--- config.mk ---
export PLATFORM = sky130hd
export DESIGN_NAME = uart_rx
export DESIGN_NICKNAME = d
export VERILOG_FILES = /design/src/source/uart_rx.sv
export SDC_FILE = /design/constraint.sdc
export NUM_CORES = 1
export LEC_CHECK = 0
export BUFFER_PORTS_ARGS = -buffer_cell sky130_fd_sc_hd__buf_4
export CELL_PAD_IN_SITES_DETAIL_PLACEMENT = 0
export CELL_PAD_IN_SITES_GLOBAL_PLACEMENT = 2
export CORE_UTILIZATION = 30
export DETAILED_ROUTE_END_ITERATION = 7
export GPL_TIMING_DRIVEN = 0
export HOLD_SLACK_MARGIN = 0.08
export PLACE_DENSITY_LB_ADDON = 0.1
export SETUP_SLACK_MARGIN = 0.4
export SLEW_MARGIN = 25
export SYNTH_ARGS = -nofsm -noshare
export SYNTH_HDL_FRONTEND = slang
export SYNTH_SLANG_ARGS = --single-unit
--- constraint.sdc ---
create_clock -name clk_100mhz -period 3.2 [get_ports clk_100mhz]
set_input_delay 0.64 -clock clk_100mhz [delete_from_list [all_inputs] [get_ports clk_100mhz]]
set_output_delay 0.64 -clock clk_100mhz [all_outputs]
set_load 0.1 [all_outputs]
--- src/source/uart_rx.sv ---
`timescale 1ns/10ps
`default_nettype none

module uart_rx #(
  parameter int CLKS_PER_BIT = 868
) (
  input  logic       clk_100mhz,
  input  logic       rst_n,
  input  logic       rxd,
  output logic [7:0] byte_data,
  output logic       byte_valid
);

  localparam int CNT_W = $clog2(CLKS_PER_BIT + 1);
  localparam logic [CNT_W-1:0] HALF = CNT_W'(CLKS_PER_BIT / 2 - 1);  // Start bit midpoint
  localparam logic [CNT_W-1:0] FULL = CNT_W'(CLKS_PER_BIT - 1);      // One bit period

  typedef enum logic [1:0] {RX_IDLE, RX_START, RX_DATA, RX_STOP} rx_state_t;

  rx_state_t        state;
  logic [1:0]       sync;     // Two-flop synchronizer, line idles high
  logic [CNT_W-1:0] cnt;      // Cycles within current bit
  logic [2:0]       bit_idx;  // Data bit being sampled
  logic             rx;

  assign rx = sync[1];

  always_ff @(posedge clk_100mhz or negedge rst_n) begin
    if (!rst_n) begin
      sync       <= 2'b11;
      state      <= RX_IDLE;
      cnt        <= '0;
      bit_idx    <= '0;
      byte_data  <= '0;
      byte_valid <= 1'b0;
    end else begin
      sync       <= {sync[0], rxd};
      byte_valid <= 1'b0;  // Pulse only
      case (state)
        RX_IDLE: begin
          cnt <= '0;
          if (!rx) state <= RX_START;  // Falling edge of start bit
        end
        RX_START: begin
          if (cnt == HALF) begin
            cnt     <= '0;
            bit_idx <= '0;
            state   <= rx ? RX_IDLE : RX_DATA;  // Glitch, not a real start
          end else begin
            cnt <= cnt + 1'b1;
          end
        end
        RX_DATA: begin
          if (cnt == FULL) begin
            cnt       <= '0;
            byte_data <= {rx, byte_data[7:1]};  // LSB arrives first
            bit_idx   <= bit_idx + 1'b1;
            if (bit_idx == 3'd7) state <= RX_STOP;
          end else begin
            cnt <= cnt + 1'b1;
          end
        end
        RX_STOP: begin
          if (cnt == FULL) begin
            cnt        <= '0;
            state      <= RX_IDLE;
            byte_valid <= rx;  // Framing error drops the byte
          end else begin
            cnt <= cnt + 1'b1;
          end
        end
        default: state <= RX_IDLE;
      endcase
    end
  end

endmodule

`default_nettype wire

After elaboration in Yosys (flattened, before gate mapping)
Cells that the tools add are included.
- $add $sub $neg: 2
- equal/unequal tests: 11
- muxes and demuxes: 15
- reduce and logical (&&, ||, !) cells: 6
- operators by type and width (operator ; count):
    $pmux W10 S3 ; 1
    $mux W10 ; 2
    $mux W2 ; 6
    $add A10 B1 Y10 const B ; 1
    $eq A10 B10 Y1 const B ; 1
    $eq A10 B9 Y1 const B ; 1
    $ne A2 B2 Y1 const B ; 5
    $pmux W2 S4 ; 1
    $mux W3 ; 2
    $pmux W3 S2 ; 1
    $reduce_and A5 Y1 ; 1
    $eq A2 B2 Y1 const B ; 2
    $add A3 B1 Y3 const B ; 1
    $eq A3 B3 Y1 const B ; 1
    $reduce_and A3 Y1 ; 1
    $eq A2 B1 Y1 const B ; 1
    $logic_not A2 Y1 ; 1
    $mux W1 ; 2
    $reduce_and A2 Y1 ; 1
    $reduce_bool A2 Y1 ; 1
    $reduce_or A2 Y1 ; 1
- flip-flop bits (word level): 26
- bits of input ports: 3
- output and inout port bits: 9
- logic and storage cells: 40

Logic depth before layout (Yosys ltp)
- depth in word-level cells: 4
- mapped depth: 6
- mapped depth without buffers: 6

Worst setup path after synthesis
No wires, ideal clock.
- kind: register to register
- from: register cnt[3]
- to: register state[0]
- library setup time: 0.124 ns
- data arrival time: 1.732 ns
- data required time: 3.076 ns
- setup slack: 1.344 ns
- stages on the path, launching flop included: 6
- path buffers: 1
- clock period less this slack: 1.856 ns
- cell sequence: dfrtp_1 or3b_4 or3_1 clkbuf_2 a31o_1 a211o_1
- longest elaborated chain between the ends: 3
- elaborated cells between the ends (all ways): 6
- those cells by class: eq/ne: 5; reduce/logical: 1
- RTL lines (what ; RTL line ; RTL):
    from (decl) ; 22 ; logic [CNT_W-1:0] cnt;
    from (signal assigned) ; 50 ; cnt <= cnt + 1'b1;
    from (signal assigned) ; 60 ; cnt <= cnt + 1'b1;
    from (signal assigned) ; 69 ; cnt <= cnt + 1'b1;
    $eq A10 B10 Y1 or $eq A10 B9 Y1 (tied branches) ; 54, 64, 45 ;
    $ne A2 B2 Y1 (no source line) ; n/a ;
    $reduce_and A5 Y1 (no source line) * ; n/a ;
    to (signal assigned) ; 48 ; state <= rx ? RX_IDLE : RX_DATA;
    to (decl) ; 20 ; rx_state_t state;
Mark *: on every way between the ends. The rest lies on a longest branch, timed or not.
A chain may end at the register's enable or synchronous reset.

Final worst setup path
- from: register cnt[3]
- to: register cnt[5]
- longest elaborated chain between the ends: 3
- elaborated cells between the ends (all ways): 6
- those cells by class: add/sub: 1; eq/ne: 2; mux: 3
- RTL lines (what ; RTL line ; RTL):
    $add A10 B1 Y10 (tied with other cells) ; 50, 60, 69 ;
    $mux W10, on equally long branches ; 54, 64, 45 ;
    $pmux W10 S3 * ; 39 ; case (state)
Marked as above.

==> flow_summary_export.csv <==
group,metric,value,unit
drt,drt_wl_total,2040,µm
timing,rsz0062_at_grt,"false",
clock_network,clk_pin_slew_worst_paths,0.09,ns
power,p_clk_share,38.8,%
setup_path,crit_end,"cnt[5]",
yosys,syn_nets,104,
clock_network,htreeDepth,1,
cells_and_area,layout.nets,120,
setup_path,startpoint,"cnt[3]",
clock_network,numCtsBuffers,3,
clock_network,cts_setup_buffers,0,
timing,worst_pin_slew,0.603,ns
power,vdd_drop_max,182,µV
timing,finalHoldViolCount,0,
outcome,status,"complete, no violations",
clock_network,cts_resized,0,
yosys,ys_seq_elements,26,
timing,relSlewSlack,59.5,%
setup_path,startpoint_type,"register",
clock_network,cts_sinks,26,
grt,grt.overflow.total,0,
timing,fin_setup_tns,0,ns
grt,grt_pass1_vias,787,
cells_and_area,area_growth,16.8,%
timing,setup_viol,0,
clock_network,cts_buffer_depth,2,
clock_network,root_buffer,"clkbuf_8",
setup_path,cp_max_fo,10,
drt,num_vias,748,
drt,dr.first_iter.drc_count,19,
floorplan,core,0.00372,mm²
power,p_sw,0.112,mW
setup_path,path_class,"register to register",
drt,detail_route.wl_per_cell,12.8,µm
clock_network,cts_tree,"built",
cells_and_area,final_common_cell,"dfrtp_1",
drt,via_per_inst,4.68,
drt,firstDrtPassIters,4,
floorplan,dieArea,0.00417,mm²
power,leakage,0.661,nW
power,swShare,20.2,%
clock_network,hold_buffers,0,
flow_run,cap_violations,0,
floorplan,fp.dieH,64.6,µm
floorplan,dieWidth,64.6,µm
setup_path,r2r_slack,1.13,ns
power,power,0.554,mW
floorplan,start_util,31.6,%
min_path,hp-class,"primary input to asynchronous set/reset pin",
yosys,yosysUniqueCellTypes,31,
timing,finClkSkew,0.00965,ns
timing,period_share,64.6,%
cells_and_area,drive_gt1_share,28.6,%
power,seq_power_share,59.8,%
setup_path,reg2reg_depth,5,
timing,period_needed,2.07,ns
yosys,yosysSeqAreaShare,55.6,%
power,powerDensity,404,mW/mm²
clock_network,clock_latency,0.28,ns
yosys,netlist_area,0.00117,mm²
placed_design,io_buffers,11,
setup_path,slowest_stage,"dfrtp_1",
setup_path,max_stage_delay,0.43,ns
power,intPower,0.442,mW
setup_path,required,3.34,ns
setup_path,worstReg2RegEnd,"cnt[5]",
placed_design,dpl.hpwl,1420,µm
floorplan,core.rowCount,22,
setup_path,timing.rr.start,"cnt[3]",
grt,grt_usage,11.8,%
yosys,synthCells,97,
drt,ant_nets,0,
cells_and_area,num_antenna_cells,0,
power,comb_power_share,1.4,%
cells_and_area,layout.cells.most_common_list,"dfrtp_1 (24), nor2_1 (13), buf_4 (11)",
yosys,synth_warnings,0,
grt,grt_pass1_wl,3640,µm
floorplan,boundaryPins,12,
grt,grt_antenna_before_repair,0,
timing,max_freq,0.484,GHz
setup_path,crit_chain,"or3b_4 -> or3_1 -> clkbuf_2 -> a22oi_2 -> nor2_1",
grt,grt_max_degree,27,
timing,slew_violations,0,
placed_design,gp_congestion,0.658,
drt,drc,0,
setup_path,arrival,2.21,ns
cells_and_area,post-route-util,36.9,%
setup_path,end_kind,"register",
yosys,syn_area_per_cell,12.1,µm²
-- final cells by class --
| cell class | instances | area, µm² |
|---|---|---|
| buffer | 2 | 12.5 |
| clock buffer | 4 | 55.1 |
| fill | 387 | 2340 |
| inverter | 2 | 7.51 |
| multi-input combinational | 67 | 502 |
| sequential | 26 | 653 |
| tap | 48 | 60.1 |
| timing repair buffer | 11 | 82.6 |
-- worst max-delay path: cells and delay by family (launching register included) --
family / cells / cell delay [ns]
compound gates: 1 / 0.43
flops: 1 / 0.43
simple gates: 3 / 0.91
buf+inv: 1 / 0.16
-- routing by layer --
layer | wire [µm] | GRT usage, % | vias to the layer above | share of wire (%)
li1 | - | - | 375 | -
met1 | 1040 | 14.9 | 355 | 51
met2 | 885 | 19.2 | 13 | 43
met3 | 71 | 2.29 | 5 | 3.5
met4 | 48 | 5.83 | 0 | 2.4
met5 | 0 | 0 | - | 0
-- power by group through the flow --
stage / Sequential [mW] / Combinational, mW / Clock [mW]
final: 0.332 / 0.00777 / 0.215
after global routing: 0.332 / 0.00958 / 0.238
after CTS: 0.332 / 0.00865 / 0.227
after detailed placement: 0.338 / 0.00859 / 0
after global placement: 0.338 / 0.00852 / 0
after floorplan: 0.338 / 0.0000233 / 0
-- synth_stat cells --
master / n / area share [%]
a211o_1: 1 / 0.75
a21oi_1: 1 / 0.43
a22o_1: 2 / 1.5
a22oi_2: 1 / 1.1
a31o_1: 1 / 0.75
a41oi_1: 1 / 0.75
and3_1: 1 / 0.53
and4_1: 1 / 0.75
clkbuf_2: 1 / 0.43
clkbuf_4: 1 / 0.64
dfrtp_1: 24 / 51
dfstp_2: 2 / 4.5
ha_1: 4 / 4.3
inv_1: 2 / 0.64
mux2_2: 9 / 8.6
nand2_1: 5 / 1.6
nand2b_1: 1 / 0.53
nand3_1: 4 / 1.7
nand4_1: 2 / 1.1
nand4bb_1: 1 / 0.96
nor2_1: 13 / 4.2
nor3_1: 3 / 1.3
nor3b_1: 2 / 1.3
nor4_4: 1 / 1.8
o21ai_0: 2 / 0.85
o41ai_1: 1 / 0.75
or3_1: 1 / 0.53
or3_2: 1 / 0.64
or3b_4: 1 / 0.96
xnor2_1: 2 / 1.5
xor2_1: 5 / 3.7
-- stage by stage --
step / setup WS [ns] / instance area (µm²) / hold slack [ns] / cells
after CTS: 1.08 / 1370 / 0.261 / 160
after global routing: 0.954 / 1370 / 0.273 / 160
final: 1.13 / 1370 / 0.251 / 160
after detailed placement: 1.09 / 1320 / 0.349 / 156
after global placement: 1.12 / 1320 / 0.348 / 156
after floorplan: 1.34 / 1170 / 0.344 / 97
-- registers in the layout, summed over array words and instances (netlist names), named ones only --
| signal | cells |
|---|---|
| cnt | 10 |
| sync | 2 |
| bit_idx | 3 |
| byte_data | 8 |
| state | 1 |
| byte_valid | 1 |
-- worst min path at each step --
stage	endpoint	from	depth (start not counted)
6_report	bit_idx[2]	rst_n	1
5_1_grt	cnt[9]	rst_n	1
4_1_cts	cnt[9]	rst_n	1
3_5_place_dp	sync[1]	sync[0]	0
3_3_place_gp	sync[1]	sync[0]	0
2_1_floorplan	asynchronous set/reset pin	rst_n	0
-- cells by family (layout without fill, tap and decap cells) --
| family | Yosys count | in the layout | synth area share, % |
|---|---|---|---|
| multiplexers | 9 | 9 | 8.63 |
| flip-flops | 26 | 26 | 55.6 |
| XOR/XNOR | 7 | 7 | 5.22 |
| AND/OR/NAND/NOR | 37 | 37 | 17.8 |
| buffers and inverters | 4 | 19 | 1.70 |
| AO/OA/AOI/OAI | 10 | 10 | 6.82 |
| adder cells (fa/ha/maj) | 4 | 4 | 4.26 |
(Power assumes the default switching activity.)
