`src/source/tern_pkg.sv`:
```
`default_nettype none

package tern_pkg;

  parameter int WORD_W   = 64;  // Memory word width
  parameter int ADDR_W   = 8;   // 256-word shared memory
  parameter int N_ELEM   = 16;  // Elements per vector
  parameter int X_ELEM_W = 8;   // Signed activation element
  parameter int TRIT_W   = 4;   // Weight field, read as signed

  typedef logic [WORD_W-1:0] word_t;
  typedef logic [ADDR_W-1:0] addr_t;  // Wraps modulo 256

  // Element i at bits 8i upward, word 0 is the low half
  typedef logic [N_ELEM*X_ELEM_W-1:0] x_vec_t;
  // Field i at bits 4i upward, one word
  typedef logic [N_ELEM*TRIT_W-1:0] w_vec_t;

  typedef logic signed [15:0] sum_t;  // Dot product, max magnitude 2048

  typedef struct packed {
    addr_t addr;   // Word address
    word_t wdata;  // Write data, ignored on reads
    logic  we;     // 1 write, 0 read
  } mem_req_t;

  typedef struct packed {
    addr_t x_base;  // First of two activation words
    addr_t w_base;  // Weight word
  } run_cmd_t;

  parameter logic [7:0] OP_WRITE = 8'h01;  // addr, 8 data bytes LSB first
  parameter logic [7:0] OP_RUN   = 8'h02;  // x base, w base

endpackage

`default_nettype wire

```
`src/source/ternary_dot.sv`:
```
`timescale 1ns/10ps
`default_nettype none

module ternary_dot import tern_pkg::*; (
  input  logic     clk_100mhz,
  input  logic     rst_n,
  input  logic     run,
  input  run_cmd_t run_cmd,
  output logic     x_start,
  output addr_t    x_base,
  input  logic     x_done,
  input  x_vec_t   x_vec,
  output logic     w_start,
  output addr_t    w_base,
  input  logic     w_done,
  input  w_vec_t   w_vec,
  output sum_t     result,
  output logic     result_valid
);

  typedef enum logic [1:0] {DOT_IDLE, DOT_X, DOT_W} dot_state_t;

  dot_state_t state;
  sum_t       dot;  // Combinational dot product

  always_comb begin : dot_sum
    sum_t                       acc;
    logic signed [X_ELEM_W-1:0] xe;
    logic signed [TRIT_W-1:0]   te;
    acc = '0;
    for (int i = 0; i < N_ELEM; i++) begin
      xe = x_vec[i*X_ELEM_W +: X_ELEM_W];
      te = w_vec[i*TRIT_W +: TRIT_W];
      if (te > 0) acc = acc + sum_t'(xe);       // Trit +1
      else if (te < 0) acc = acc - sum_t'(xe);  // Trit -1, zero field skipped
    end
    dot = acc;
  end

  always_ff @(posedge clk_100mhz or negedge rst_n) begin
    if (!rst_n) begin
      state        <= DOT_IDLE;
      x_start      <= 1'b0;
      w_start      <= 1'b0;
      result       <= '0;
      result_valid <= 1'b0;
    end else begin
      x_start      <= 1'b0;
      w_start      <= 1'b0;
      result_valid <= 1'b0;
      case (state)
        DOT_IDLE: begin
          if (run) begin  // Runs while busy are dropped
            x_start <= 1'b1;
            state   <= DOT_X;
          end
        end
        DOT_X: begin
          if (x_done) begin
            w_start <= 1'b1;  // Activations held in gatherer
            state   <= DOT_W;
          end
        end
        DOT_W: begin
          if (w_done) begin
            result       <= dot;
            result_valid <= 1'b1;
            state        <= DOT_IDLE;
          end
        end
        default: state <= DOT_IDLE;
      endcase
    end
  end

  // Bases latched once per accepted run
  always_ff @(posedge clk_100mhz) begin
    if (run && state == DOT_IDLE) begin
      x_base <= run_cmd.x_base;
      w_base <= run_cmd.w_base;
    end
  end

endmodule

`default_nettype wire

```
`config.mk`:
```
export PLATFORM = sky130hd
export DESIGN_NAME = ternary_dot
export DESIGN_NICKNAME = d
export VERILOG_FILES = /design/src/source/tern_pkg.sv /design/src/source/ternary_dot.sv
export SDC_FILE = /design/constraint.sdc
export NUM_CORES = 1
export LEC_CHECK = 0
export BUFFER_PORTS_ARGS = -buffer_cell sky130_fd_sc_hd__buf_2
export CORE_MARGIN = 4
export CORE_UTILIZATION = 68
export DETAILED_ROUTE_END_ITERATION = 10
export PLACE_DENSITY = 0.87
export SLEW_MARGIN = 20
export SYNTH_ARGS = -nofsm -noshare
export SYNTH_HDL_FRONTEND = slang
export SYNTH_SLANG_ARGS = --single-unit
```
`constraint.sdc`:
```
create_clock -name clk_100mhz -period 2.7 [get_ports clk_100mhz]
set_input_delay 0.27 -clock clk_100mhz [delete_from_list [all_inputs] [get_ports clk_100mhz]]
set_output_delay 0.27 -clock clk_100mhz [all_outputs]
set_load 0.005 [all_outputs]
```
==> results.py, run 1 <==
metrics = {
    "placed_design": {
        "placement.io_buffers": 247,
        "gpl.final_weighted_congestion": 1.10,
    },
    "floorplanning": {
        "dieHeight_um": 200,
        "initial_core_util_pct": 68.8,
        "num_rows": 70,
        "ios": 248,
        "die_width_um": 200,
    },
    "synth": {
        "postSynth.asyncResetShare_pct": 56.8,
        "synth_seq_cells": 37,
        "synth.avg_cell_area_um2": 6.82,
        "gate_count_post_synth": 3690,
        "synth_commonest_cells": "439 x sky130_fd_sc_hd__ha_1, 407 x sky130_fd_sc_hd__a21oi_1, 394 x sky130_fd_sc_hd__inv_1",
        "yosys.cell_types.count": 89,
        "dominantRegCellSynth": "sky130_fd_sc_hd__dfrtp_1",
        "synth.yosys.warnings": 0,
        "netlist.area_leader.share_pct": 21.8,
        "synth_nets": 4372,
        "synth_top_cell_by_area": "sky130_fd_sc_hd__ha_1",
        "yosysMostFrequentCell": "sky130_fd_sc_hd__ha_1",
        "synth_edf_count": 16,
        "post_synth_instance_area_mm2": 0.0252,
        "largest_cells_by_area_after_synthesis": "sky130_fd_sc_hd__ha_1 22%, sky130_fd_sc_hd__a21oi_1 8.1%, sky130_fd_sc_hd__inv_1 5.9%",
        "ys_seq_area_share_pct": 4.00,
    },
    "run_status": {
        "error_message": "[ERROR DPL-0038] Utilization greater than 100%, impossible to legalize",
        "flow.stopped_at": "detailed placement (3_5_place_dp)",
        "status": "stopped before the end",
    },
}
## metrics by stage
stage	area, µm²	std cells	hold slack [ps]	setup slack [ps]	setup TNS [ps]
floorplan	26300	3690	-25.6	-15710	-209160
global placement	37800	5645	252	-16630	-234170
## logic make-up after synthesis
family,synth area share (%)
adder cells (fa/ha/maj),24.2
XOR/XNOR,2.18
flip-flops,4.00
multiplexers,1.30
AND/OR/NAND/NOR,18.9
AO/OA/AOI/OAI,41.4
buffers and inverters,8.02
==> run 2, diff against run 1 <==
--- a/config.mk
+++ b/config.mk
@@ -7,9 +7,9 @@
 export LEC_CHECK = 0
 export BUFFER_PORTS_ARGS = -buffer_cell sky130_fd_sc_hd__buf_2
 export CORE_MARGIN = 4
-export CORE_UTILIZATION = 68
+export CORE_UTILIZATION = 40
 export DETAILED_ROUTE_END_ITERATION = 10
-export PLACE_DENSITY = 0.87
+export PLACE_DENSITY_LB_ADDON = 0.15
 export SLEW_MARGIN = 20
 export SYNTH_ARGS = -nofsm -noshare
 export SYNTH_HDL_FRONTEND = slang
==> run 2 against run 1 <==
Compared with the run above: synthesized cell count did not move; area after synthesis stayed put; the flow now finishes, with violations (setup timing).
==> results.py, run 2 <==
metrics = {
    "run_status": {
        "status": "finished, violations left",
        "violated_checks": "setup timing",
    },
    "worst_setup_path": {
        "rr_startpoint": "state[0]",
        "worst_ep_arrival_time_ps": 19260,
        "max_stage_delay_ps": 540,
        "r2r_end": "result[4]",
        "timing.critical_path.mode_cell": "sky130_fd_sc_hd__ha_4",
        "rrSetupSlack_ps": 820,
        "rr_worst_depth": 7,
        "critical_path_class": "input pin to flip-flop",
        "crit_path_end_kind": "flip-flop",
        "crit_required_ps": 2880,
        "worst_path_max_delay_cell": "sky130_fd_sc_hd__fa_1",
        "kind_of_start_point_of_the_critical_path": "input pin",
        "critPathLaunch": "w_vec[3]",
        "path_max_fanout": 6,
    },
    "synth": {
        "yosys.cell_types.count": 89,
        "largest_cells_by_area_after_synthesis": "sky130_fd_sc_hd__ha_1 22%, sky130_fd_sc_hd__a21oi_1 8.1%, sky130_fd_sc_hd__inv_1 5.9%",
        "postSynth.asyncResetShare_pct": 56.8,
        "synth_edf_count": 16,
        "post_synth_instance_area_mm2": 0.0252,
        "yosysMostFrequentCell": "sky130_fd_sc_hd__ha_1",
        "synth_top_cell_by_area": "sky130_fd_sc_hd__ha_1",
        "ys_seq_area_share_pct": 4.00,
        "synth.yosys.warnings": 0,
        "synth_commonest_cells": "439 x sky130_fd_sc_hd__ha_1, 407 x sky130_fd_sc_hd__a21oi_1, 394 x sky130_fd_sc_hd__inv_1",
        "netlist.area_leader.share_pct": 21.8,
        "dominantRegCellSynth": "sky130_fd_sc_hd__dfrtp_1",
        "synth_seq_cells": 37,
        "synth_nets": 4372,
        "synth.avg_cell_area_um2": 6.82,
        "gate_count_post_synth": 3690,
    },
    "routing": {
        "highest_layer": "met5",
        "post_drt_wl_per_cell_um": 17.1,
        "wirelength_met1_mm": 45.5,
        "drt-initial-drc-count": 2258,
        "route.detailed.drc": 0,
        "detail_route.vias_per_cell": 5.58,
        "detail-route-antenna-nets": 0,
        "wl_met3_mm": 6.15,
        "detailroute.via_count": 35500,
        "routed_wirelength_mm": 109,
        "met2RoutedLength_mm": 52.8,
        "drt-pass1-iter-count": 5,
    },
    "sta": {
        "worst_clock_skew_ps": 5.69,
        "maximum_clock_rate_ghz": 0.0524,
        "setup_viol": 16,
        "max_slew_violation_total_from_the_final_report": 0,
        "rsz0062_at_grt": "true",
        "final_period_util_pct": 707,
        "postLayoutSetupSlackWorst_ps": -16380,
        "slew_headroom_pct": 58.0,
        "number_of_failing_hold_endpoints_at_the_final_stage": 0,
        "max_slew.worst_pin.slew_ps": 621,
        "min_period_ps": 19080,
    },
    "floorplanning": {
        "die_width_um": 259,
        "num_rows": 91,
        "area_enclosed_by_the_die_boundary_mm2": 0.0670,
        "design.core.area_mm2": 0.0621,
        "initial_core_util_pct": 40.6,
        "dieHeight_um": 259,
        "ios": 248,
    },
    "cts": {
        "cts_htree_levels": 2,
        "cts_tree": "built",
        "root_buffer": "sky130_fd_sc_hd__clkbuf_16",
        "clk_pin_slew_ps": 60,
        "cts-buffers-inserted": 5,
        "maximum_clock_insertion_buffer_count": 2,
        "clock-sinks": 37,
        "insertion_delay_ps": 290,
    },
    "finish": {
        "nets": 6210,
        "largest_reg_flops": 16,
        "largest_registers": "result: 16 flops, w_base: 8 flops, x_base: 8 flops",
        "top_register": "result",
        "post_route_cells_drive_above_1_share_pct": 50.8,
        "area_growth_pct": 78.9,
        "layout_commonest_cell": "sky130_fd_sc_hd__buf_4",
        "postLayoutCoreUtil_pct": 72.6,
        "final_cell_mix": "1688 x sky130_fd_sc_hd__buf_4, 348 x sky130_fd_sc_hd__nor2_1, 330 x sky130_fd_sc_hd__inv_1",
    },
    "min_path": {
        "hold_path_depth": 1,
        "hold_path_startpoint": "run_cmd[6]",
        "min_delay_worst_endpoint": "w_base[6]",
        "min-delay-path-class": "input pin to flip-flop",
    },
    "placed_design": {
        "gpl.final_weighted_congestion": 0.949,
        "placement.io_buffers": 247,
        "place.detailed.hpwl_mm": 83.1,
    },
    "grt": {
        "aggregate_global_routing_overflow": 0,
        "first_global_vias": 33800,
        "grt_pass1_wl_mm": 165,
        "grt_start_max_net_pins": 22,
        "grtUsageTotal_pct": 28.9,
        "number_of_antenna_violations_at_the_first_check_in_global_routing": 4,
    },
    "job": {
        "drv.max_cap_violation_count": 0,
    },
}
==> run 2: kinds of logic after synthesis <==
kind of cell,after synthesis,synth area share [%]
DFF,37,4.00
and+or+nand+nor,1024,18.9
muxes,29,1.30
AOI/OAI and AO/OA,1537,41.4
xor gates and xnor gates,58,2.18
buffers and inverters,536,8.02
adders and majority gates,469,24.2
==> run 2: worst max path at each step <==
| stage | endpoint | cells after the start | slack [ps] |
|---|---|---|---|
| floorplan | result[15] | 97 | -15710 |
| global placement | result[15] | 101 | -17310 |
| detailed placement | result[15] | 98 | -17580 |
| CTS | result[15] | 100 | -16190 |
| global route | result[15] | 108 | -17240 |
| finish | result[15] | 103 | -16380 |
==> run 2: area by class of cell <==
class	instances	area [µm²]
Antenna cell	3	7.51
Clock buffer	5	125
Clock inverter	3	17.5
Fill cell	4830	17000
Inverter	397	1520
Multi-Input combinational cell	3117	27000
Sequential cell	37	1010
Tap cell	837	1050
Timing Repair Buffer	1970	14400
==> run 2: timing repair <==
action                                  CTS  global route
endpoints found under the setup margin   16            16
hold buffers                              1             0
pin swaps                               216           267
setup buffers                           140            83
hold endpoints to repair                 21             0
gates resized for setup                 484           359
==> run 2: layer usage <==
metal  vias up  GRT usage (%)
li1      17400              -
met1     16700           36.6
met2      1168           51.5
met3       294           3.05
met4         2           9.18
met5         -              0
==> run 2: worst max-delay path, delay by kind of cell <==
kind	cells	cell delay, ps
compound gates	48	9080
xor+xnor	3	490
fa+ha+maj	16	4730
buf+inv	18	1970
simple gates	18	2730
==> run 2: per-stage QoR <==
step                cell area [µm²]  std cells  hold slack (ps)  setup WS (ps)  setup TNS [ps]
floorplan                     26300       3690            -25.6         -15710         -209160
global placement              39200       6139              269         -17310         -243070
detailed placement            39200       6139              269         -17580         -245460
global route                  45100       6368              157         -17240         -240580
finish                        45100       6369              159         -16380         -229380
CTS                           42700       6284              157         -16190         -223610
Power of run 2 is not shown: default switching activity piles up to over one toggle a cycle in this logic, so the estimate is an artifact.
