--- config.mk ---
export PLATFORM = sky130hd
export DESIGN_NAME = cmd_loader
export DESIGN_NICKNAME = d
export VERILOG_FILES = /design/src/source/tern_pkg.sv /design/src/source/cmd_loader.sv
export SDC_FILE = /design/constraint.sdc
export NUM_CORES = 1
export LEC_CHECK = 0
export BUFFER_PORTS_ARGS = -buffer_cell sky130_fd_sc_hd__clkbuf_2
export CELL_PAD_IN_SITES_DETAIL_PLACEMENT = 0
export CELL_PAD_IN_SITES_GLOBAL_PLACEMENT = 2
export CORE_MARGIN = 2
export CORE_UTILIZATION = 35
export CTS_BUF_LIST = sky130_fd_sc_hd__clkbuf_8
export DETAILED_ROUTE_END_ITERATION = 8
export GPL_TIMING_DRIVEN = 0
export HOLD_SLACK_MARGIN = 0.05
export PLACE_DENSITY = 0.81
export REMOVE_ABC_BUFFERS = 1
export SLEW_MARGIN = 10
export SYNTH_ARGS = -nofsm -noshare
export SYNTH_HDL_FRONTEND = slang
export SYNTH_SLANG_ARGS = --single-unit
--- constraint.sdc ---
create_clock -name clk_100mhz -period 7.8 [get_ports clk_100mhz]
set_clock_uncertainty 0.2 [all_clocks]
set_input_delay 0.78 -clock clk_100mhz [delete_from_list [all_inputs] [get_ports clk_100mhz]]
set_output_delay 0.78 -clock clk_100mhz [all_outputs]
set_load 0.02 [all_outputs]
--- src/source/tern_pkg.sv ---
`default_nettype none

package tern_pkg;

  parameter int WORD_W   = 64;  // Memory word width
  parameter int ADDR_W   = 8;   // 256-word shared memory
  parameter int N_ELEM   = 16;  // Elements per vector
  parameter int X_ELEM_W = 8;   // Signed activation element
  parameter int TRIT_W   = 4;   // Weight field, read as signed

  typedef logic [WORD_W-1:0] word_t;
  typedef logic [ADDR_W-1:0] addr_t;  // Wraps modulo 256

  // Element i at bits 8i upward, word 0 is the low half
  typedef logic [N_ELEM*X_ELEM_W-1:0] x_vec_t;
  // Field i at bits 4i upward, one word
  typedef logic [N_ELEM*TRIT_W-1:0] w_vec_t;

  typedef logic signed [15:0] sum_t;  // Dot product, max magnitude 2048

  typedef struct packed {
    addr_t addr;   // Word address
    word_t wdata;  // Write data, ignored on reads
    logic  we;     // 1 write, 0 read
  } mem_req_t;

  typedef struct packed {
    addr_t x_base;  // First of two activation words
    addr_t w_base;  // Weight word
  } run_cmd_t;

  parameter logic [7:0] OP_WRITE = 8'h01;  // addr, 8 data bytes LSB first
  parameter logic [7:0] OP_RUN   = 8'h02;  // x base, w base

endpackage

`default_nettype wire

--- src/source/cmd_loader.sv ---
`timescale 1ns/10ps
`default_nettype none

module cmd_loader import tern_pkg::*; (
  input  logic       clk_100mhz,
  input  logic       rst_n,
  input  logic [7:0] byte_data,
  input  logic       byte_valid,
  output logic       wr_req,
  output mem_req_t   wr_bus,
  input  logic       wr_gnt,
  output logic       run,
  output run_cmd_t   run_cmd
);

  typedef enum logic [2:0] {
    LD_OP,     // Waiting for opcode
    LD_ADDR,   // Write address byte
    LD_DATA,   // Eight data bytes
    LD_WRITE,  // Request held until granted
    LD_XBASE,  // Activation base byte
    LD_WBASE   // Weight base byte
  } ld_state_t;

  ld_state_t  state;
  logic [2:0] byte_cnt;  // Data bytes taken so far
  addr_t      wr_addr;
  word_t      wr_data;   // Assembled LSB first

  always_comb begin
    wr_bus.addr  = wr_addr;
    wr_bus.wdata = wr_data;
    wr_bus.we    = 1'b1;  // Loader only writes
  end

  always_ff @(posedge clk_100mhz or negedge rst_n) begin
    if (!rst_n) begin
      state    <= LD_OP;
      byte_cnt <= '0;
      wr_req   <= 1'b0;
      run      <= 1'b0;
    end else begin
      run <= 1'b0;
      case (state)
        LD_OP: begin
          if (byte_valid) begin
            if (byte_data == OP_WRITE) state <= LD_ADDR;
            else if (byte_data == OP_RUN) state <= LD_XBASE;
            // Unknown opcodes fall through, still waiting
          end
        end
        LD_ADDR: begin
          if (byte_valid) begin
            byte_cnt <= '0;
            state    <= LD_DATA;
          end
        end
        LD_DATA: begin
          if (byte_valid) begin
            byte_cnt <= byte_cnt + 1'b1;
            if (byte_cnt == 3'd7) begin
              wr_req <= 1'b1;  // Full word in hand
              state  <= LD_WRITE;
            end
          end
        end
        LD_WRITE: begin
          if (wr_gnt) begin  // Top priority, same-cycle grant
            wr_req <= 1'b0;
            state  <= LD_OP;
          end
        end
        LD_XBASE: if (byte_valid) state <= LD_WBASE;
        LD_WBASE: begin
          if (byte_valid) begin
            run   <= 1'b1;  // One cycle after last byte
            state <= LD_OP;
          end
        end
        default: state <= LD_OP;
      endcase
    end
  end

  // Command payload capture
  always_ff @(posedge clk_100mhz) begin
    if (byte_valid) begin
      if (state == LD_ADDR) wr_addr <= byte_data;
      if (state == LD_DATA) wr_data <= {byte_data, wr_data[WORD_W-1:8]};
      if (state == LD_XBASE) run_cmd.x_base <= byte_data;
      if (state == LD_WBASE) run_cmd.w_base <= byte_data;
    end
  end

endmodule

`default_nettype wire

==> After elaboration in Yosys (flattened, before gate mapping) <==
Cells that the tools add are included.
{ "classes": {"addsub": 1, "mul": 0, "div_mod_pow": 0, "magnitude_cmp": 0, "eq_ne": 16, "n_shift": 0, "n_mux": 18, "n_bitwise": 0, "n_reduce_logical": 10} }
{ "ops": {"columns": ["operator", "n"], "rows": [
  ["$mux 3", 10],
  ["$pmux 3 s6", 1],
  ["$ne 2x2->1 const B", 7],
  ["$eq 3x3->1 const B", 3],
  ["$eq 8x1->1 const B", 1],
  ["$eq 8x2->1 const B", 1],
  ["$reduce_and 2->1", 4],
  ["$reduce_and 8->1", 1],
  ["$eq 3x2->1 const B", 2],
  ["$pmux 3 s2", 1],
  ["$mux 1", 5],
  ["$reduce_and 4->1", 1],
  ["$reduce_bool 2->1", 2],
  ["$add 3x1->3 const B", 1],
  ["$eq 3x1->1 const B", 1],
  ["$logic_not 3->1", 1],
  ["$ne 3x3->1 const B", 1],
  ["$reduce_and 3->1", 1],
  ["$pmux 1 s2", 1]
]} }
{ "word_totals": {"register_bits": 96, "latchBits": 0, "ram_bits": 0, "romBits": 0, "input_bits": 12, "output_inout_bits": 91, "wordCells": 53, "mem_count": 0} }

==> Logic depth before layout (Yosys ltp) <==
{ "logic_depth": {"depth_word": 5, "depth_mapped": 5, "mapped_depth_nobuf": 5} }

==> Worst setup path after synthesis <==
Ideal clock, no wire load.
{ "synth_path": {"kind": "in2reg", "start": "input port byte_valid", "end": "register wr_data[0], enable pin", "setup_time_ns": 0.578, "arrival_ns": 5.559, "required_time_ns": 7.022, "path_slack_ns": 1.464, "path_stages": 2, "path_buffers": 1, "cell_sequence": "buf_4 > nor3b_1"} }
{ "synth_between": {"elab_chain_len": 1} }
{ "synth_rtl": {"columns": ["element", "line_no", "rtl"], "rows": [
  ["from (decl)", "cmd_loader.sv:8", "input logic byte_valid,"],
  ["$reduce_and 2->1 (no line)", null, null],
  ["to (signal assigned)", "cmd_loader.sv:89", "if (state == LD_DATA) wr_data <= {byte_data, wr_data[WORD_W-1:8]};"],
  ["to (decl)", "cmd_loader.sv:28", "word_t wr_data;"]
]} }
No other way between the ends.
A chain may end at the register's enable or synchronous reset.

==> Worst setup path in the final report <==
{ "layout_path": {"start": "register state[1]", "end": "register wr_data[20], enable pin"} }
{ "layout_between": {"elab_chain_len": 2} }
{ "layout_rtl": {"columns": ["element", "line_no", "rtl"], "rows": [
  ["from (decl)", "cmd_loader.sv:25", "ld_state_t state;"],
  ["from (signal assigned)", "cmd_loader.sv:38", "state <= LD_OP;"],
  ["from (signal assigned)", "cmd_loader.sv:47", "if (byte_data == OP_WRITE) state <= LD_ADDR;"],
  ["from (signal assigned)", "cmd_loader.sv:48", "else if (byte_data == OP_RUN) state <= LD_XBASE;"],
  ["$eq 3x2->1", "cmd_loader.sv:89", null],
  ["$reduce_and 2->1 (no line)", null, null]
]} }
No other way between the ends.

==> results.md <==
- Status: completed
- Root Buffer: clkbuf_8
- FP Rows: 34
- Final Hold Slack: 75.11 ps
- Worst path slowest cell: dfrtp_1
- Worst-path cell chain: nand2b_1 > nor3b_2 > buf_6 > buf_6 > buf_4
- Synth top cells by count: edfxtp_1, dfrtp_1
- Synth unique cells: 32
- CTS tree: yes
- Initial antenna violation count: 0
- Proportion of layout cells with a drive suffix above 1: 50.78%
- Worst slew margin relative to its limit: 44.14%
- Largest family of logic cells by synthesized area: compound AO/OA/AOI/OAI gates
- Antenna Nets Post-Route: 0
- PostCTS Resize Cnt: 0
- Die Y: 99.40 um
- Vias/cell: 4.667
- Slew @ Worst Pin: 834.2 ps
- Clk_lat worst skew: 340 ps
- Final min period: 2351 ps
- Initial drt markers: 28
- Share of the synthesized area in the top cell type: 82.95%
- Synth Area in Compound Gates: 4.085%
- Filler Cell Count: 776
- Fin nets: 268
- Area of the multi-input gates: 310.3 sq um
- Sequential element share of the synthesized area: 89.24%
- Die W: 99.40 um
- Worst path required time: 7660 ps
- FF+latch area: 2843 sq um
- Die area: 9880 sq um
- Area growth from synthesis to layout: 27.89%
- CTS Buf Count: 9
- H-tree levels: 3
- Gpl congestion: 0.7708
- Max Slew Vio Count: 0
- R2r setup slk: 5450 ps
- Crit path buf inv count: 3
- Mux share of post-synthesis cell area: 0.3535%
- Max cap viols: 0
- Synth Area in Adders: 0.7855%
- Via count: 1708
- Port-buffer cells: 101
- Finished Core Util: 46.49%
- Initial DRT Pass Iterations: 5
- Clock Pin Slew Worst Setup and Hold Paths: 90 ps
- Top cell by count, worst path: buf_6
- Vias in the first global route: 1737
- Final WL: 5876 um
- CP top delay family: simple AND/OR/NAND/NOR gates
- Synth async-reset ratio: 8.333%
- Simple-gate share of the synthesized area: 3.928%
- Type of origin of the critical path: flip-flop
- Count of hold buffers inserted by post-cts repair: 0
- N_diodes: 0
- Dpl hpwl: 4285 um
- Synthesis Warnings: 0
- First-pass GRT wire length: 9094 um
- Unrepaired setup endpoints after global routing: false
- Post-synth EDFFs: 88
- Total core area: 8763 sq um
- Crit path DAT: 2210 ps
- Wire per inst: 16.05 um
- Max IR drop VDD: 0.1156 mV
- FF+latch count, synth: 96
- Post-layout instance area: 4074 sq um
- HP Class: input pin to asynchronous set/reset pin
- Crit Path Category: flip-flop to flip-flop
- Max Fclk: 425.4 MHz
- Fin cells: 366
- Hold Vio Cnt, Final: 0
- Most instantiated library cell after synthesis: edfxtp_1
- Crit path max fanout: 10
- Setup WS pre-CTS: 5133 ps
- Mapped Cells: 141
- Largest net degree at the start of global routing: 19
- Area of the mapped netlist: 3186 sq um
- LEAKAGE: 0.001578 uW
- Period utilization: 30.14%
- Placed instance area: 3865 sq um
- Post-synth top area cell: edfxtp_1
- Final setup fails: 0
- I/O Pins: 103
- Initial core utilization: 36.35%
- Gr ovfl total: 0
- Pwr dens: 311.9 nW/um^2
- DRC violations left: 0
- Crit. End Element: flip-flop
- Synth Flop Type: edfxtp_1
- Post-Place Cells: 351
- Xor/xnor share of the synthesized area: 0%
- GRT Overall Usage: 12.20%
- Synth top area cells: edfxtp_1, dfrtp_1, o2bb2ai_1, ha_1, nor2b_1
- Delay of the slowest cell on the worst path: 560 ps
- Post-CTS Setup Inserts: 0
- Syn Area/Cell: 22.59 sq um
- CTS Sinks: 96
- Worst setup margin: 5449 ps
- Clk buf depth: 2
[where the power goes]
group / internal [uW] / switching [uW] / total, uW / leakage [uW]
clock: 178 / 163 / 340 / 0.000103
combinational: 73.6 / 154 / 228 / 0.000566
sequential: 660 / 41.7 / 702 / 0.000909
total: 912 / 359 / 1270 / 0.00158
[through the flow]
step	TNS (ps)	total power, uW
CTS	0	1288
floorplan	0	852.0
global placement	-50880	938.4
detailed placement	0	949.1
finish	0	1270
global route	0	1331
[flip-flops by register name, summed over array words and instances (netlist names)]
name      count
byte_cnt      3
run           1
run_cmd      16
state         3
wr_addr       8
wr_data      64
wr_req        1
[final timing paths]
check                         endpoint  depth (start not counted)   startpoint
setup / recovery           wr_data[20]                          5     state[1]
hold / removal                     run                          1        rst_n
setup reg to reg           wr_data[20]                          5     state[1]
hold reg to reg            wr_data[49]                          0  wr_data[57]
max in group asynchronous  byte_cnt[2]                          1        rst_n
min in group clk_100mhz    wr_data[49]                          0  wr_data[57]
[layout by cell type (no fill, tap or decap), types with 2 or more instances in the layout]
cell / n
clkbuf_2: 101
edfxtp_1: 88
clkbuf_8: 9
dfrtp_1: 8
inv_1: 3
nor2b_1: 3
o2bb2ai_1: 3
a21oi_1: 3
buf_4: 3
nor3b_2: 2
and2b_1: 2
a22oi_1: 2
o21ai_0: 2
ha_1: 2
bufinv_16: 2
buf_6: 2
[cells by family after synthesis]
family | Yosys count
fa+ha+maj | 2
flops | 96
buf+inv | 8
compound gates | 16
simple gates | 17
mux | 1
other cells | 1
[worst register-to-register path, stage by stage, from the launching register on]
cell and delay [ps]:
dfrtp_1 560, nand2b_1 180, nor3b_2 540, buf_6 230, buf_6 160, buf_4 190
[final cells by class]
cell class	instances	area share (%)
tap	108	3.317
sequential	96	69.78
clock buffer	9	3.041
timing repair buffer	107	13.88
clock inverter	6	2.088
multi-input combinational	37	7.617
inverter	3	0.2764
[routing by layer]
layer / GRT usage (%) / part of all wire (%) / vias to the layer above
met3: 3.443 / 7.0 / 10
met2: 18.35 / 46 / 78
met1: 16.64 / 45 / 842
met5: 0 / 0 / -
met4: 5.374 / 1.8 / 0
li1: - / - / 778
Note: power is estimated with default switching activity, not from simulation.
