`config.mk`:
```
export PLATFORM = sky130hd
export DESIGN_NAME = mem_arbiter
export DESIGN_NICKNAME = d
export VERILOG_FILES = /design/src/source/tern_pkg.sv /design/src/source/mem_arbiter.sv
export SDC_FILE = /design/constraint.sdc
export NUM_CORES = 1
export LEC_CHECK = 0
export BUFFER_PORTS_ARGS = -buffer_cell sky130_fd_sc_hd__buf_2
export CAP_MARGIN = 20
export CORE_AREA = 4 4 164 166
export DETAILED_ROUTE_END_ITERATION = 12
export DIE_AREA = 0 0 168 170
export GPL_ROUTABILITY_DRIVEN = 0
export HOLD_SLACK_MARGIN = 0.05
export PLACE_DENSITY = 0.32
export SYNTH_ARGS = -nofsm -noshare
export SYNTH_HDL_FRONTEND = slang
export SYNTH_SLANG_ARGS = --single-unit
```
`constraint.sdc`:
```
create_clock -name clk_100mhz -period 1 [get_ports clk_100mhz]
set_clock_uncertainty 0.2 [all_clocks]
set_input_delay 0.1 -clock clk_100mhz [delete_from_list [all_inputs] [get_ports clk_100mhz]]
set_output_delay 0.1 -clock clk_100mhz [all_outputs]
set_load 0.01 [all_outputs]
```
`src/source/tern_pkg.sv`:
```
`default_nettype none

package tern_pkg;

  parameter int WORD_W   = 64;  // Memory word width
  parameter int ADDR_W   = 8;   // 256-word shared memory
  parameter int N_ELEM   = 16;  // Elements per vector
  parameter int X_ELEM_W = 8;   // Signed activation element
  parameter int TRIT_W   = 4;   // Weight field, read as signed

  typedef logic [WORD_W-1:0] word_t;
  typedef logic [ADDR_W-1:0] addr_t;  // Wraps modulo 256

  // Element i at bits 8i upward, word 0 is the low half
  typedef logic [N_ELEM*X_ELEM_W-1:0] x_vec_t;
  // Field i at bits 4i upward, one word
  typedef logic [N_ELEM*TRIT_W-1:0] w_vec_t;

  typedef logic signed [15:0] sum_t;  // Dot product, max magnitude 2048

  typedef struct packed {
    addr_t addr;   // Word address
    word_t wdata;  // Write data, ignored on reads
    logic  we;     // 1 write, 0 read
  } mem_req_t;

  typedef struct packed {
    addr_t x_base;  // First of two activation words
    addr_t w_base;  // Weight word
  } run_cmd_t;

  parameter logic [7:0] OP_WRITE = 8'h01;  // addr, 8 data bytes LSB first
  parameter logic [7:0] OP_RUN   = 8'h02;  // x base, w base

endpackage

`default_nettype wire

```
`src/source/mem_arbiter.sv`:
```
`timescale 1ns/10ps
`default_nettype none

module mem_arbiter import tern_pkg::*; (
  input  logic     clk_100mhz,
  input  logic     rst_n,
  input  logic     wr_req,
  input  mem_req_t wr_bus,
  output logic     wr_gnt,
  input  logic     x_req,
  input  mem_req_t x_bus,
  output logic     x_gnt,
  output logic     x_rvalid,
  input  logic     w_req,
  input  mem_req_t w_bus,
  output logic     w_gnt,
  output logic     w_rvalid,
  output word_t    rdata,
  output mem_req_t ram_bus,
  output logic     ram_en,
  input  word_t    ram_rdata
);

  typedef struct packed {
    logic x;  // Read issued by activation gatherer
    logic w;  // Read issued by weight gatherer
  } rd_tag_t;

  rd_tag_t tag_s1, tag_s2;  // One stage per RAM register

  // Fixed priority, loader > activation > weight
  assign wr_gnt = wr_req;
  assign x_gnt  = x_req & ~wr_req;
  assign w_gnt  = w_req & ~wr_req & ~x_req;
  assign ram_en = wr_req | x_req | w_req;

  always_comb begin
    if (wr_req) ram_bus = wr_bus;
    else if (x_req) ram_bus = x_bus;
    else ram_bus = w_bus;  // Also the idle value, ram_en low
  end

  always_ff @(posedge clk_100mhz or negedge rst_n) begin
    if (!rst_n) begin
      tag_s1 <= '0;
      tag_s2 <= '0;
    end else begin
      tag_s1.x <= x_gnt & ~x_bus.we;
      tag_s1.w <= w_gnt & ~w_bus.we;
      tag_s2   <= tag_s1;  // Lines up with RAM output register
    end
  end

  assign x_rvalid = tag_s2.x;
  assign w_rvalid = tag_s2.w;
  assign rdata    = ram_rdata;  // Shared return, rvalid picks the owner

endmodule

`default_nettype wire

```
# --- Word level (Yosys, flattened, before mapping) ---
# Cells that the tools add are included.
word_totals:
  output_inout_bits: 143
  reg_bits: 4
  in_bits: 288
classes:
  bitwise_logic: 11
  mux: 2
op_table:
  columns: ["op", "count"]
  rows:
  - ["2-to-1 mux 73 bit", 2]
  - ["bitwise AND 1 bit", 5]
  - ["inverter 1 bit", 4]
  - ["bitwise OR 1 bit", 2]

# --- Logic depth before layout (Yosys ltp) ---
# Gate-level depths: netlist (run 1).
logic_depth:
  word_depth: 4
  ltp_mapped: 5
  mapped_depth_nobuf: 2

# --- Worst setup path after synthesis (run 1) ---
# No wires, ideal clock.
synth_timing:
  kind: "input-to-output"
  startpoint: "input x_req"
  endpoint: "output ram_bus[31] in the netlist's numbering"
  n_path_buf: 3
  stages: 5
  setup_slack_ns: -0.134
  arrival_time_ns: 0.834
  cell_sequence: "buf_4 > buf_12 > buf_12 > mux2i_1 > o21ai_1"
synth_lines:
  columns: ["element", "line", "rtl"]
  rows:
  - ["from (decl)", "mem_arbiter.sv:10", "input logic x_req,"]
  - ["to (decl)", "mem_arbiter.sv:19", "output mem_req_t ram_bus,"]

==> flow_summary.toml, run 1 <==
[outcome]
status = "complete, but fails checks"
violations = "negative hold slack, negative setup slack"

[setup_path]
worstPathRequired_ps = 700
end_kind = "output pin"
critPathMaxFanout = 4
worst-r2r-cell-count = 0
path_class = "input pin to output pin"
critPathLaunchType = "input pin"
worstPathArrival_ps = 990

[grt]
met1_usage_pct = 11.30
use_met2_pct = 18.80
grt_util_met3_pct = 1.789
grt_max_degree = 21
gr-total-overflow = 0
busiest_layer = "met2"
track_usage_pct = 9.705
grt_pass1_wl_um = 21490
antenna_found_initial = 1
grt_pass1_vias = 3593

[final_layout]
drive_gt1_share_pct = 58.12
area_delta_synth_final_pct = 134.9
final_area_mm2 = 0.005200
area.sequential_um2 = 101.3
n_antenna_cell = 0
mostFrequentLayoutCell = "buf_2"
multi_input_area_mm2 = 0.001510
finalNonFillerCells = 994
nNetsFinal = 949
fillers = 2876
final_cell_mix = "buf_2 (296), nand2_1 (73), o21ai_1 (68), mux2i_1 (65), dlygate4sd3_1 (35)"

[sta]
hold_ws_ps = -99.15
finalSetupViolCount = 79
finalHoldViolations = 1
slew_headroom_pct = 88.12
layout_min_cycle_time_ps = 1293
layout_setup_ws_ps = -292.6
slew_violations = 0
rsz0062_at_grt = "yes"
fin_crit_sh_pct = 129.3
tightest_slew_ps = 173.2
fmax_ghz = 0.7736

[clock_network]
clockBufferDepth = 2
clock_latency_ps = 230
cts_hold_buf = 66
numCtsBuffers = 3
clkSinkCount = 4
cts_root_buf = "clkbuf_16"
path_clk_slew_ps = 30
htreeDepth = 1
cts_tree = "done"

[place]
portBuffers = 302
dpl.hpwl_um = 11460
dpl_cell_area_mm2 = 0.003851
dp.cells = 911

[power_and_ir_drop]
p_comb_share_pct = 73.9
p_sw_w = 0.001104
swShare_pct = 36.26
peakVddDrop_v = 0.0005112
seq_power_share_pct = 5.6
finalPower_w = 0.003045
p_leak_nw = 2.994
powerDensity_mw_per_mm2 = 585.5
clkPwrFrac_pct = 20.5
p_int_w = 0.001941

[logic_synthesis]
synth_cell_types = 13
synthCells = 318
synth_top_area_share_pct = 33.01
syn_nets = 606
ys_seq_area_share_pct = 4.522
synth_area_leaders = "mux2i_1 (33%), buf_4 (23%), nand2_1 (12%)"
yosys.area.top_type = "mux2i_1"
ys_seq_elements = 4
ys_warn_count = 0
avgSynthCellArea_um2 = 6.960
synth_area_mm2 = 0.002213

[hold_path]
holdPathStages = 2
min_path_type = "input pin to flop"

[detailed_routing]
drc = 0
first_pass_iters = 4
routed_wl_um = 15590
vias = 3502
antenna_left = 0
drt_iter0_markers = 63
wl_per_cell_um = 15.68
vias_per_cell = 3.523

[job]
maxCapViolations = 0

[floorplan]
fp.dieW_um = 168
coreArea_mm2 = 0.02562
ios = 431
die_h_um = 170
fp-row-count = 59
start_util_pct = 8.641
die_area_mm2 = 0.02856
[registers in the layout, summed over array words and instances, names as in the netlist]
signal	cells
w_rvalid	1
x_rvalid	1
tag_s1	2
[layout make-up]
type,instances,area share (%)
clock buffer,3,1.444
multi-input combinational,224,29.04
sequential,4,1.949
tap,335,8.061
timing repair buffer,428,59.50
[synthesized netlist by cell type, drive strengths merged]
cell    number
buf         83
mux2i       73
nand2       73
o21ai       73
clkbuf       7
dfrtp        4
nor2b        3
nor3b        1
or3          1
[routing by layer]
layer	vias up	part of all wire [%]	routed length [µm]
met4	0	0.84	131
met2	240	53	8332
met3	10	8.0	1241
met5	-	0	0
li1	1704	-	-
met1	1548	38	5882
[power groups by stage]
stage	logic [W]	clock network (W)	registers, W
after floorplan	0.000997	0	0.000172
after global placement	0.00167	0	0.000173
after detailed placement	0.00166	0	0.000173
after CTS	0.00224	0.000632	0.000172
after global routing	0.00245	0.000643	0.000172
final	0.00225	0.000624	0.000171
[kinds of logic (layout without fill, tap and decap cells)]
kind of cell	after synthesis	in the layout	synth area share, %
AO/OA/AOI/OAI	73	73	16.51
multiplexers	73	73	33.01
AND/OR/NAND/NOR	78	78	14.08
buffers and inverters	90	431	31.88
flip-flops	4	4	4.523
[metrics by stage]
step / util, % / setup TNS [ps] / setup slack, ps
6_report: 20.30 / -16080 / -292.6
5_1_grt: 20.30 / -20130 / -364.6
2_1_floorplan: - / -4036 / -109.9
3_5_place_dp: 15.03 / -21290 / -353.0
4_1_cts: 19.76 / -17120 / -321.1
3_3_place_gp: 15.03 / -20920 / -346.8
[timing repair]
action                                  4_1_cts  5_1_grt
endpoints found under the setup margin       81      110
pin swaps                                     9        8
buffers inserted                              9        2
gates resized for setup                      57       42
hold endpoints to repair                     70        5
cloned                                        5        0
[critical path, stage by stage]
cell and delay [ps]:
buf_12 110, buf_12 130, buf_12 130, buf_8 120, mux2i_1 110, o21ai_1 130, buf_2 150
[path summary, 6_finish.rpt]
path,from,endpoint,slack (ps)
min in group asynchronous,rst_n,w_rvalid,10
worst min register to register,tag_s1[0],w_rvalid,150
worst max-delay path,x_req,ram_bus[21],-290
worst max register to register,tag_s1[1],x_rvalid,330
worst min-delay path,x_bus[0],tag_s1[1],-100
max in group asynchronous,rst_n,x_rvalid,450
No activity file was read; power rests on OpenSTA's default activity.
==> inputs of run 2 (changes only) <==
PLACE_DENSITY = default   (was 0.32)
==> run 2 against run 1 <==
Register-to-register slack got worse by 40 ps. Clock power up 2%. The run ends with negative setup slack left. Critical path type unchanged. Critical path depth shrank 3. Clock-buffer cell count did not move. Non-clock buffer count down 14. Final cell count shrank 1.4%.
==> flow_summary.toml, run 2 (synthesis gave the netlist of run 1 again) <==
[outcome]
status = "complete, but fails checks"
violations = "negative setup slack"

[power_and_ir_drop]
swShare_pct = 36.58
p_sw_w = 0.001137
peakVddDrop_v = 0.0007139
clkPwrFrac_pct = 20.5
p_int_w = 0.001971
powerDensity_mw_per_mm2 = 591.4
p_comb_share_pct = 74.1
p_leak_nw = 2.969
finalPower_w = 0.003107
seq_power_share_pct = 5.5

[sta]
tightest_slew_ps = 196.5
layout_setup_ws_ps = -186.6
layout_min_cycle_time_ps = 1187
rsz0062_at_grt = "yes"
fmax_ghz = 0.8428
fin_crit_sh_pct = 118.7
slew_headroom_pct = 86.64
finalSetupViolCount = 78
finalHoldViolations = 0
tns_ps = -8813
slew_violations = 0

[clock_network]
clockBufferDepth = 2
cts_root_buf = "clkbuf_16"
numCtsBuffers = 3
htreeDepth = 1
path_clk_slew_ps = 30
cts_hold_buf = 67
clock_latency_ps = 220
cts_tree = "done"
clkSinkCount = 4

[detailed_routing]
wl_per_cell_um = 15.73
routed_wl_um = 15420
vias = 3481
drt_iter0_markers = 117
antenna_left = 0
drc = 0
first_pass_iters = 4
vias_per_cell = 3.552

[final_layout]
area_delta_synth_final_pct = 137.4
nNetsFinal = 935
largest_register_ffs = 2
fillers = 2786
final_cell_mix = "buf_2 (297), nand2_1 (73), o21ai_1 (55), mux2i_1 (54), dlygate4sd3_1 (36)"
mostFrequentLayoutCell = "buf_2"
largest_register = "tag_s1"
n_antenna_cell = 0
drive_gt1_share_pct = 60.31

[grt]
track_usage_pct = 9.100
antenna_found_initial = 1
use_met2_pct = 17.56
met1_usage_pct = 10.30
grt_pass1_wl_um = 20320
grt_util_met3_pct = 2.230
busiest_layer = "met2"
grt_pass1_vias = 3604
grt_max_degree = 23
gr-total-overflow = 0

[setup_path]
worstPathArrival_ps = 890
critPathMaxFanout = 8
end_kind = "output pin"
worstPathRequired_ps = 700
critPathLaunchType = "input pin"
path_class = "input pin to output pin"

[job]
maxCapViolations = 0

[place]
portBuffers = 302
dpl.hpwl_um = 9939

[floorplan]
die_area_mm2 = 0.02856
ios = 431
die_h_um = 170
fp-row-count = 59
fp.dieW_um = 168
coreArea_mm2 = 0.02562
start_util_pct = 8.641

[hold_path]
min_path_type = "input pin to asynchronous set/reset pin"
-- run 2: path summary, 6_finish.rpt --
kind	endpoint	start	slack, ps	cells past startpoint
min in group clk_100mhz	x_rvalid	tag_s1[1]	150	0
hold / removal	tag_s1[0]	rst_n	20	2
max in group asynchronous	x_rvalid	rst_n	440	2
setup reg to reg	w_rvalid	tag_s1[0]	290	0
setup / recovery	ram_en	wr_req	-190	4
hold reg to reg	x_rvalid	tag_s1[1]	150	0
-- run 2: critical path, cell delays in order --
cell and delay (ps):
clkbuf_16 150, buf_16 150, or3_1 330, buf_2 140
-- run 2: metrics by stage --
step	std cells	util, %	hold slack, ps	setup slack, ps	cell area [µm²]
after floorplan	318	-	-395.6	-109.9	2221
after global placement	888	14.41	-273.2	-411.0	3691
after detailed placement	888	14.41	-274.2	-414.3	3691
after CTS	979	19.45	21.14	-195.4	4982
after global routing	980	20.51	42.05	-234.7	5254
final	980	20.51	17.23	-186.6	5254
-- run 2: power by group through the flow --
stage	sequential, W	clock, W	combinational (W)
floorplan	0.000172	0	0.000997
global placement	0.000172	0	0.00154
detailed placement	0.000172	0	0.00155
CTS	0.000170	0.000658	0.00217
global route	0.000171	0.000667	0.00248
finish	0.000170	0.000635	0.00230
-- run 2: cell type report --
type	instances	area, µm²	area share (%)
repair buffers	414	3073	58.49
well taps	335	419.2	7.978
multi-input cells	224	1587	30.20
flip-flops and latches	4	100.1	1.905
clock buffers	3	75.07	1.429
-- run 2: timing repair --
action / in CTS / in global routing
pin swaps: 5 / 6
setup endpoints to repair: 80 / 109
endpoints found under the hold margin: 70 / 2
setup buffers: 11 / 0
gates cloned: 10 / 3
resized for setup: 43 / 73
-- run 2: per-layer routing --
layer / up-vias / routed length, µm / share of wire, %
met2: 253 / 8270 / 54
met1: 1534 / 5502 / 36
li1: 1681 / - / -
met5: - / 20 / 0.13
met3: 11 / 1454 / 9.4
met4: 2 / 169 / 1.1
